--- src/logic/aluPkg.sv ---
package aluPkg;

  localparam int dataWidth = 32;
  localparam int msbIdx    = dataWidth - 1;  // sign bit position
  localparam int opWidth   = 3;              // eight operations
  localparam int selWidth  = 2;              // four slice outputs

  // one operand or one result
  typedef logic [dataWidth-1:0] wordT;

  // opcodes match the command table of the slice ALU
  typedef enum logic [opWidth-1:0] {
    opAdd  = 3'd0,
    opSub  = 3'd1,
    opXor  = 3'd2,
    opSlt  = 3'd3,
    opAnd  = 3'd4,
    opNand = 3'd5,
    opNor  = 3'd6,
    opOr   = 3'd7
  } aluOpE;

  // which path of a slice drives its output
  typedef enum logic [selWidth-1:0] {
    selSum  = 2'd0,
    selXor  = 2'd1,
    selNand = 2'd2,
    selNor  = 2'd3
  } sliceSelE;

  // shared by all slices
  typedef struct packed {
    sliceSelE sliceSel;
    logic     invertB;     // also the carry into slice 0
    logic     flagEnable;  // only add and sub report flags
  } aluCtrlS;

  typedef struct packed {
    logic carry;
    logic zero;
    logic overflow;
  } aluFlagsS;

  typedef struct packed {
    aluOpE op;
    wordT  a;
    wordT  b;
  } aluReqS;

  typedef struct packed {
    wordT     result;
    aluFlagsS flags;
  } aluRespS;

  // true for the two ops that produce flags
  function automatic logic isArithOp(aluOpE op);
    return (op == opAdd) || (op == opSub);
  endfunction

endpackage

--- src/logic/aluControl.sv ---
`timescale 1ns/10ps

module aluControl (
  input  aluPkg::aluOpE   op,
  output aluPkg::aluCtrlS ctrl
);
  import aluPkg::*;

  // lookup table, fields are {sliceSel, invertB, flagEnable}
  always_comb begin
    ctrl = '{selSum, 1'b0, 1'b0};
    case (op)
      opAdd: begin
        ctrl = '{selSum, 1'b0, 1'b1};
      end
      opSub: begin
        ctrl = '{selSum, 1'b1, 1'b1};  // a + ~b + 1
      end
      opXor: begin
        ctrl = '{selXor, 1'b0, 1'b0};
      end
      opSlt: begin
        // subtract, but result is rebuilt later from the sign
        ctrl = '{selSum, 1'b1, 1'b0};
      end
      opAnd: begin
        ctrl = '{selNand, 1'b1, 1'b0}; // nand, inverted
      end
      opNand: begin
        ctrl = '{selNand, 1'b0, 1'b0};
      end
      opNor: begin
        ctrl = '{selNor, 1'b0, 1'b0};
      end
      opOr: begin
        ctrl = '{selNor, 1'b1, 1'b0};  // nor, inverted
      end
      default: begin
        ctrl = '{selSum, 1'b0, 1'b0};
      end
    endcase
  end

  // rippleAlu relies on this to tell slt apart from add and sub
  flagOnlyArith: assert final (!ctrl.flagEnable || isArithOp(op))
    else $error("aluControl: flagEnable set for op %s", op.name());

endmodule

--- src/logic/aluUnit.sv ---
`timescale 1ns/10ps

module aluUnit (
  input  logic            clk,
  input  logic            rstN,
  input  logic            opValid,
  input  aluPkg::aluReqS  req,
  output logic            resValid,
  output aluPkg::aluRespS resp
);
  import aluPkg::*;

  aluReqS  reqQ;        // captured request
  logic    stageValid;  // reqQ holds a live op
  aluRespS aluResp;     // combinational result of reqQ

  // valid pipe, one bit per stage
  always_ff @(posedge clk or negedge rstN) begin
    if (!rstN) begin
      stageValid <= 1'b0;
      resValid   <= 1'b0;
    end else begin
      stageValid <= opValid;
      resValid   <= stageValid;
    end
  end

  // payload follows its valid bit
  always_ff @(posedge clk) begin
    if (opValid) begin
      reqQ <= req;
    end
    if (stageValid) begin
      resp <= aluResp;
    end
  end

  rippleAlu u_rippleAlu (
    .req  (reqQ),
    .resp (aluResp)
  );

  respKnown: assert property (
    @(posedge clk) disable iff (!rstN)
    resValid |-> !$isunknown(resp)
  ) else $error("aluUnit: unknown bits in resp %h", resp);

endmodule

--- src/logic/bitSlice.sv ---
`timescale 1ns/10ps

module bitSlice (
  input  aluPkg::aluCtrlS ctrl,
  input  logic            a,
  input  logic            b,
  input  logic            carryIn,
  output logic            sum,
  output logic            carryOut
);
  import aluPkg::*;

  logic bEff;     // b after optional inversion
  logic addOut;
  logic xorOut;
  logic nandOut;
  logic norOut;

  // full adder
  assign bEff     = b ^ ctrl.invertB;
  assign addOut   = a ^ bEff ^ carryIn;
  assign carryOut = (a & bEff) | (carryIn & (a ^ bEff));

  // logic paths
  assign xorOut  = a ^ b;                      // plain b, inversion ignored
  assign nandOut = ~(a & b) ^ ctrl.invertB;    // gives and when inverted
  assign norOut  = ~(a | b) ^ ctrl.invertB;    // gives or when inverted

  // output mux
  always_comb begin
    case (ctrl.sliceSel)
      selSum: begin
        sum = addOut;
      end
      selXor: begin
        sum = xorOut;
      end
      selNand: begin
        sum = nandOut;
      end
      selNor: begin
        sum = norOut;
      end
      default: begin
        sum = addOut;
      end
    endcase
  end

endmodule

--- src/logic/rippleAlu.sv ---
`timescale 1ns/10ps

module rippleAlu (
  input  aluPkg::aluReqS  req,
  output aluPkg::aluRespS resp
);
  import aluPkg::*;

  aluCtrlS            ctrl;
  wordT               sliceOut;  // raw per-bit outputs
  logic [dataWidth:0] carry;     // carry[i] feeds slice i
  logic               carryOut;
  logic               overflow;
  logic               isZero;
  logic               isSlt;
  logic               sltBit;

  aluControl u_aluControl (
    .op   (req.op),
    .ctrl (ctrl)
  );

  // subtract adds one through the first carry
  assign carry[0] = ctrl.invertB;

  generate
    for (genvar i = 0; i < dataWidth; i++) begin : g_slice
      bitSlice u_bitSlice (
        .ctrl     (ctrl),
        .a        (req.a[i]),
        .b        (req.b[i]),
        .carryIn  (carry[i]),
        .sum      (sliceOut[i]),
        .carryOut (carry[i+1])
      );
    end
  endgenerate

  assign carryOut = carry[dataWidth];
  assign overflow = carry[dataWidth] ^ carry[msbIdx];  // into msb vs out of msb
  assign isZero   = ~|sliceOut;

  // slt is the only op that picks the sum with flags off
  assign isSlt = (ctrl.sliceSel == selSum) && !ctrl.flagEnable;

  // sign of a - b, corrected when the subtraction wrapped
  assign sltBit = overflow ? req.a[msbIdx] : sliceOut[msbIdx];

  always_comb begin
    if (isSlt) begin
      resp.result = wordT'(sltBit);  // upper bits cleared
    end else begin
      resp.result = sliceOut;
    end
    resp.flags.carry    = ctrl.flagEnable & carryOut;
    resp.flags.zero     = ctrl.flagEnable & isZero;
    resp.flags.overflow = ctrl.flagEnable & overflow;
  end

  // checks decode and flag masking together
  flagsOnlyArith: assert final (isArithOp(req.op) || resp.flags == '0)
    else $error("rippleAlu: flags %b for op %s", resp.flags, req.op.name());

endmodule

--- config.mk ---
export PLATFORM = sky130hd
export DESIGN_NAME = aluUnit
export DESIGN_NICKNAME = d
export VERILOG_FILES = /design/src/logic/aluPkg.sv /design/src/logic/aluControl.sv /design/src/logic/aluUnit.sv /design/src/logic/bitSlice.sv /design/src/logic/rippleAlu.sv
export SDC_FILE = /design/constraint.sdc
export NUM_CORES = 1
export LEC_CHECK = 0
export ABC_AREA = 1
export BUFFER_PORTS_ARGS = -buffer_cell sky130_fd_sc_hd__buf_4
export CAP_MARGIN = 20
export CELL_PAD_IN_SITES_DETAIL_PLACEMENT = 0
export CELL_PAD_IN_SITES_GLOBAL_PLACEMENT = 1
export CORE_MARGIN = 2
export CORE_UTILIZATION = 39
export DETAILED_ROUTE_END_ITERATION = 8
export PLACE_DENSITY_LB_ADDON = 0.2
export SLEW_MARGIN = 5
export SYNTH_ARGS = -nofsm -noshare
export SYNTH_HDL_FRONTEND = slang
export SYNTH_SLANG_ARGS = --single-unit
--- constraint.sdc ---
create_clock -name clk -period 18.4 [get_ports clk]
set_input_delay 1.84 -clock clk [delete_from_list [all_inputs] [get_ports clk]]
set_output_delay 1.84 -clock clk [all_outputs]
set_load 0.02 [all_outputs]
---- Yosys cells after proc, flatten, opt, wreduce, memory -nomap -nowiden ----
Memory sizes are Yosys's and may differ from the RTL's. A register that Yosys moved wholly into a read port is not among the register bits.
Index checks and enable logic that the tools add are counted.
word-level totals
  bits in registers ....................... 104
  ROM bits ................................ 32
  input bits .............................. 70
  output and inout port bits .............. 36
  memories ................................ 1
memories
  name              words  width  read ports  clocked after Yosys merged registers in  wr ports  line              RTL
  (name not given)  8      4      1           1                                        0         aluControl.sv:12  case (op)
operators by class
  equal/unequal tests ..................... 3
  muxes and demuxes ....................... 35
  bitwise gates (word level) .............. 420
  reductions and logical operators ........ 5
operators with widths
  operator            number
  $xor 1x1->1         193
  $pmux 1 s4          32
  $and 1x1->1         99
  $not 1->1           64
  $or 1x1->1          64
  $reduce_or 32->1    1
  $eq 2x2->1 const B  2
  $mux 3              1
  $eq 2x1->1 const B  1
  $logic_not 1->1     2
  $logic_not 2->1     1
  $mux 1              2
  $logic_and 1x1->1   1

---- Depth between registers and ports, before layout ----
Gate-level depths: netlist of the first run.
  depth in word-level cells ............... 69
  mapped depth ............................ 43
  depth with buffers taken out ............ 42

---- Cells and area by module ----
From an unflattened synthesis of the first run, not the netlist that was laid out.
second synthesis, totals
  cells, all modules ...................... 921
  area total of the unflattened synthesis .. 7699.9 sq um
modules (own cells, without submodules)
  module                                             instances  cells each  area an instance (sq um)  sequential area each (sq um)
  bitSlice at u_rippleAlu.g_slice[0].u_bitSlice ...  30         22          127.6                     0.0
  aluUnit                                            1          104         3113.0                    3113.0
  rippleAlu                                          1          106         454.2                     0.0
  bitSlice at u_rippleAlu.g_slice[6].u_bitSlice ...  2          20          125.1                     0.0
  aluControl                                         1          11          53.8                      0.0

---- Worst setup path after synthesis of the first run ----
Ideal clock, no wire load.
  path type ............................... register to register
  from .................................... register, netlist name u_rippleAlu.u_aluControl.ctrl[1]
  to ...................................... register resp[1] (netlist name) (data pin)
  library setup time ...................... 251 ps
  data arrival time ....................... 14441 ps
  slack ................................... 3708 ps
  cell stages (with the launch flop) ...... 44
  path buffers ............................ 3
  clock period less this slack ............ 14692 ps
  cell sequence ........................... dfxtp_1 buf_2 buf_1 buf_2 xnor2_1 fa_1 fa_1 fa_1 fa_1 fa_1 fa_1 fa_1 fa_1 fa_1 fa_1 fa_1 fa_1 fa_1 [... 8 more ...] fa_1 fa_1 fa_1 fa_1 fa_1 fa_1 fa_1 fa_1 fa_1 fa_1 o21ai_1 inv_1 nand2_1 nor2_1 nand2_1 nor2_1 nand3_1 nor2_1
RTL lines
  item                  line           RTL
  end signal, assigned  aluUnit.sv:34  resp <= aluResp;
  end, declared         aluUnit.sv:9   output aluPkg::aluRespS resp

==> impl_results.md, run 1 <==
- Via density: 4.953
- CP endpoint: resp[3]
- Mean area per synthesized cell: 9.381 sq um
- Num CTS Buffers: 9
- RSZ-0062 raised after global routing: no
- Largest net degree at the start of global routing: 58
- Port bufs: 105
- CTS root buf: clkbuf_16
- Overflow left after global routing: 0
- Antenna diodes: 0
- Largest cells by area after synthesis: edfxtp_1 (42%), ha_1 (11%), fa_1 (8.6%), nand3_1 (8.2%), nand2_1 (7.9%)
- CP most frequent cell: fa_1
- Sequential share of power: 39.8%
- CTS tree: built
- Resize count post-CTS: 0
- Setup TNS: 0 ns
- Total Routing Usage GR: 18.63%
- Tmin final: 15.66 ns
- Setup crit start kind: register
- VDD IR-drop max: 51.40 uV
- Setup repair bufs after CTS: 0
- FFs w/ async S/R, synth: 1.852%
- Crit path from: u_rippleAlu.u_aluControl.ctrl[1]
- R2R Path Start: u_rippleAlu.u_aluControl.ctrl[1]
- Yosys cell types: 25
- Starting Density: 40.04%
- Hold Buf Count CTS: 0
- Clock Tree Buf Depth: 2
- Crit path capture type: register
- Clock slew at reported path FFs: 0.07 ns
- Mapped Area: 0.007242 sq mm
- DP HPWL: 12.05 mm
- Reg2Reg Capture Point: resp[3]
- Fin Clk Skew: 0.007759 ns
- Worst setup path class: reg2reg
- Commonest non-fill, non-tap cells in the layout: nand2_1 (152), inv_1 (128), nand3_1 (119)
- Fmax: 0.06388 GHz
- Max FO, Critical Path: 33
- Net Sw Power: 0.2875 mW
- Post-Syn Instances: 772
- Final Net Count: 1,027
- Slew headroom: 33.31%
- Synthesis-to-layout area growth: 17.29%
- Die height: 140.3 um
- Total Routed Length: 17.60 mm
- Register-to-register setup slack: 2.74 ns
- Clock latency on the worst-skew pair: 0.36 ns
- Critical path's slowest cell: dfxtp_2
- Crit path DAT: 15.73 ns
- Clk sinks: 108
- H-tree Lvls: 3
- Gpl congestion: 0.8235
- First-pass GRT wire length: 28.57 mm
- Worst Hold Class: reg2reg
- Die width: 140.3 um
- Most common cell after layout, fill and taps aside: nand2_1
- FILL cells: 1,711
- CORE AREA: 0.01809 sq mm
- Number of synthesized register bits: 108
- Internal power: 0.5271 mW
- Final setup fails: 0
- Fin. max-slew vios: 0
- Period utilisation layout: 85.08%
- Slew @ Worst Pin: 0.9981 ns
- Syn Nets: 938
- Drt initial violations: 340
- Number of global-route vias before repair: 5,590
- Combinational share of power: 36.2%
- Seq/Total Area, Yosys: 44.09%
- Residual DRC: 0
- Final hold violations: 0
- Clock power share: 24.0%
- Initial antenna violation count: 0
- Critical Path RT: 18.47 ns
- Num ports: 106
- Number of synthesized flops with an enable pin: 102
- Syn. warnings: 0
- ANT nets after route: 0
- Max incr delay on CP: 0.71 ns
- Static leakage: 3.908 nW
- Area leader, netlist: edfxtp_1
- Share of layout cells above drive strength 1: 15.82%
- R2R cell count: 42
- Net Sw Frac: 35.30%
- Full die area: 0.01968 sq mm
- Max Cap Violations: 0
- First-pass iteration count of the detailed router: 4
- Synth top area share: 42.29%
- Status: completed
- Total design power: 0.8146 mW
- PwrDens: 95.90 mW/mm^2
- Synth Flop Type: edfxtp_1
- Rows: 49
- Vias post-DR: 5,423
- WL per Instance: 16.07 um
[worst max-delay path, delay by kind of cell (launching register included)]
family                     cells  cell delay, ns
buffers and inverters          4            0.51
and+or+nand+nor                3            0.28
adders and majority gates     31           13.47
DFF                            1            0.71
AOI/OAI and AO/OA              4            0.36
[how the worst min path moves through the flow]
stage / end / slack [ns] / cells after the start / start
2_1_floorplan: u_rippleAlu.u_aluControl.ctrl[3] / 0.51 / 1 / reqQ[66]
3_3_place_gp: u_rippleAlu.u_aluControl.ctrl[3] / 0.54 / 1 / reqQ[66]
3_5_place_dp: u_rippleAlu.u_aluControl.ctrl[3] / 0.54 / 1 / reqQ[66]
4_1_cts: u_rippleAlu.u_aluControl.ctrl[3] / 0.55 / 1 / reqQ[66]
5_1_grt: u_rippleAlu.u_aluControl.ctrl[3] / 0.59 / 1 / reqQ[66]
6_report: u_rippleAlu.u_aluControl.ctrl[3] / 0.55 / 1 / reqQ[66]
[synth_stat cells, types with 2 or more instances]
| cell | count |
|---|---|
| buf_4 | 5 |
| clkbuf_1 | 11 |
| fa_1 | 31 |
| inv_1 | 128 |
| nand3_1 | 119 |
| buf_1 | 3 |
| edfxtp_1 | 102 |
| a21oi_1 | 31 |
| mux2_2 | 3 |
| buf_6 | 2 |
| xnor2_1 | 32 |
| dfrtp_1 | 2 |
| buf_2 | 13 |
| ha_1 | 65 |
| inv_2 | 3 |
| dfxtp_1 | 4 |
| o21ai_1 | 14 |
| nand2_1 | 152 |
| o21ai_0 | 22 |
| nor2_1 | 25 |
[power by group through the flow]
stage	combinational, mW	sequential (mW)	clock, mW
6_report	0.295	0.324	0.196
5_1_grt	0.337	0.328	0.209
4_1_cts	0.299	0.325	0.201
3_5_place_dp	0.296	0.330	0
3_3_place_gp	0.292	0.330	0
2_1_floorplan	0.185	0.342	0
[metrics by stage]
step | instances | hold slack [ns] | instance area (sq um) | utilization [%] | worst slack (ns)
after floorplan | 772 | 0.5076 | 7242 | - | 3.708
after global placement | 1079 | 0.5366 | 8200 | 45.34 | 2.945
after detailed placement | 1079 | 0.5360 | 8200 | 45.34 | 2.766
after CTS | 1095 | 0.5527 | 8494 | 46.97 | 2.672
after global routing | 1095 | 0.5861 | 8494 | 46.97 | 2.103
final | 1095 | 0.5474 | 8494 | 46.97 | 2.744
[logic make-up (layout without fill, tap and decap cells)]
| family | after synthesis | after routing | synth area share [%] |
|---|---|---|---|
| muxes | 4 | 4 | 0.6047 |
| AOI/OAI and AO/OA | 68 | 68 | 4.734 |
| DFF | 108 | 108 | 44.09 |
| xor gates and xnor gates | 32 | 32 | 3.870 |
| adders and majority gates | 96 | 96 | 19.80 |
| and+or+nand+nor | 299 | 299 | 17.66 |
| buffers and inverters | 165 | 259 | 9.243 |
[state kept, by name, summed over array words and instances, names as in the netlist]
register and cells:
reqQ 67, resp 35, u_rippleAlu.u_aluControl.ctrl 4, resValid 1
stageValid 1
[area by class of cell]
class                   instances  area [sq um]  area share, %
clock buffers                  11         232.7          2.740
clock inverters                 5         61.31         0.7218
repair buffers                112         840.8          9.898
flip-flops and latches        108          3197          37.63
multi-input cells             499          3385          39.84
well taps                     229         286.5          3.373
inverters                     131         491.7          5.789
[per-layer routing]
| metal | routed length, um | track usage (%) | vias up |
|---|---|---|---|
| li1 | - | - | 2676 |
| met1 | 7633 | 23.64 | 2551 |
| met2 | 8605 | 31.86 | 170 |
| met3 | 1001 | 3.658 | 26 |
| met4 | 354 | 6.539 | 0 |
| met5 | 0 | 0 | - |
(Power assumes the default switching activity.)
==> run 2: changes to the inputs <==
- PLACE_DENSITY: not set -> 0.8
- PLACE_DENSITY_LB_ADDON: 0.2 -> not set
- SLEW_MARGIN: 5 -> 20
==> impl_results.md, run 2 (synthesis gave the netlist of run 1 again) <==
- Status: completed (unchanged)
- Max incr delay on CP: 0.47 ns (was 0.71 ns)
- RSZ-0062 raised after global routing: no (unchanged)
- Fmax: 0.06554 GHz (was 0.06388 GHz)
- Static leakage: 3.922 nW (was 3.908 nW)
- Critical Path RT: 18.48 ns (was 18.47 ns)
- Resize count post-CTS: 0 (unchanged)
- Commonest non-fill, non-tap cells in the layout: nand2_1 (152), inv_1 (128), nand3_1 (119) (unchanged)
- Die height: 140.3 um (unchanged)
- Crit path capture type: register (unchanged)
- Drt initial violations: 336 (was 340)
- Fin Clk Skew: 0.01098 ns (was 0.007759 ns)
- Hold Buf Count CTS: 0 (unchanged)
- CTS tree: built (unchanged)
- Antenna diodes: 0 (unchanged)
- Final setup fails: 0 (unchanged)
- Initial antenna violation count: 0 (unchanged)
- CP most frequent cell: fa_1 (unchanged)
- PwrDens: 96.58 mW/mm^2 (was 95.90 mW/mm^2)
- ANT nets after route: 0 (unchanged)
- Gpl congestion: 0.8513 (was 0.8235)
- Vias post-DR: 5,324 (was 5,423)
- Worst Hold Class: reg2reg (unchanged)
- Slew headroom: 36.50% (was 33.31%)
- VDD IR-drop max: 48.57 uV (was 51.40 uV)
- Starting Density: 40.04% (unchanged)
- Worst hold margin: 0.5540 ns (was 0.5474 ns)
- Non-Filler Instances: 1,095 (unchanged)
- Number of global-route vias before repair: 5,218 (was 5,590)
- Fin. max-slew vios: 0 (unchanged)
- Critical path's slowest cell: fa_1 (was dfxtp_2)
- Max FO, Critical Path: 32 (was 33)
- Final hold violations: 0 (unchanged)
- Clock Tree Buf Depth: 2 (unchanged)
- Period utilisation layout: 82.93% (was 85.08%)
- Total Routed Length: 16.80 mm (was 17.60 mm)
- Total design power: 0.8222 mW (was 0.8146 mW)
- Max FFs per register: 67 (unchanged)
- First-pass iteration count of the detailed router: 5 (was 4)
- Setup TNS: 0 ns (unchanged)
- Synthesis-to-layout area growth: 17.55% (was 17.29%)
- Clock slew at reported path FFs: 0.07 ns (about the same)
- Share of layout cells above drive strength 1: 15.94% (was 15.82%)
- Top reg by flops: reqQ (unchanged)
- Crit path DAT: 15.34 ns (was 15.73 ns)
- CORE AREA: 0.01809 sq mm (unchanged)
- Max Cap Violations: 0 (unchanged)
- Worst setup path class: reg2reg (unchanged)
- Full die area: 0.01968 sq mm (unchanged)
- Most common cell after layout, fill and taps aside: nand2_1 (unchanged)
- Slew @ Worst Pin: 0.9524 ns (was 0.9981 ns)
- Num ports: 106 (unchanged)
- Clock latency on the worst-skew pair: 0.36 ns (about the same)
- Tmin final: 15.26 ns (was 15.66 ns)
- Setup repair bufs after CTS: 0 (unchanged)
- Total Routing Usage GR: 17.66% (was 18.63%)
- Setup crit start kind: register (unchanged)
- Rows: 49 (unchanged)
- H-tree Lvls: 3 (unchanged)
- DP HPWL: 11.62 mm (was 12.05 mm)
- Die width: 140.3 um (unchanged)
- Via density: 4.862 (was 4.953)
- Cells after DPL: 1,079 (unchanged)
- WL per Instance: 15.35 um (was 16.07 um)
- Residual DRC: 0 (unchanged)
- Final Net Count: 1,027 (unchanged)
- Num CTS Buffers: 9 (unchanged)
- Port bufs: 105 (unchanged)
- Largest net degree at the start of global routing: 72 (was 58)
- First-pass GRT wire length: 26.99 mm (was 28.57 mm)
- Clk sinks: 108 (unchanged)
- Overflow left after global routing: 0 (unchanged)
- CTS root buf: clkbuf_16 (unchanged)
## run 2: cell types whose count changed in the layout (fill, tap and decap cells not counted), sizes merged
cell / change
clkbuf: +1
clkinvlp: -1
## run 2: power by group
part | switching [mW] | internal [mW] | total [mW] | leakage (nW)
Clock | 0.0899 | 0.114 | 0.204 | 0.147
Combinational | 0.181 | 0.115 | 0.296 | 2.71
Sequential | 0.0160 | 0.306 | 0.322 | 1.07
## run 2: path summary, 6_finish.rpt
path                            cells past startpoint                               end  slack, ns                             start
worst max-delay path                               39                           resp[3]       3.14  u_rippleAlu.u_aluControl.ctrl[1]
worst min-delay path                                1  u_rippleAlu.u_aluControl.ctrl[3]       0.55                          reqQ[66]
worst max register to register                     39                           resp[3]       3.14  u_rippleAlu.u_aluControl.ctrl[1]
worst min register to register                      1  u_rippleAlu.u_aluControl.ctrl[3]       0.55                          reqQ[66]
max in group asynchronous                           1                          resValid      17.06                              rstN
min in group asynchronous                           1                        stageValid       1.25                              rstN
## run 2: stage by stage
step | area, sq um | setup slack (ns) | utilization, %
floorplan | 7242 | 3.708 | -
global placement | 8200 | 3.370 | 45.34
detailed placement | 8200 | 3.116 | 45.34
CTS | 8513 | 3.067 | 47.07
global route | 8513 | 2.490 | 47.07
finish | 8513 | 3.141 | 47.07
## run 2: cell type report
class / count / area [sq um]
sequential: 108 / 3197
multi-input combinational: 499 / 3385
clock inverter: 4 / 56.30
clock buffer: 12 / 256.5
timing repair buffer: 112 / 840.8
tap: 229 / 286.5
inverter: 131 / 491.7
fill: 1711 / 9573
## run 2: per-layer routing
metal	up-vias	global-route usage (%)	share of wire [%]
li1	2665	-	-
met1	2513	23.64	46
met2	127	28.87	48
met3	19	4.376	4.6
met4	0	4.572	1.9
met5	-	0	0
## run 2: worst max-delay path: cells and delay by family (launching register included)
family / cells / cell delay [ns]
AOI/OAI and AO/OA: 3 / 0.31
xor gates and xnor gates: 1 / 0.31
adders and majority gates: 31 / 13.36
buffers and inverters: 2 / 0.47
DFF: 1 / 0.32
and+or+nand+nor: 2 / 0.21
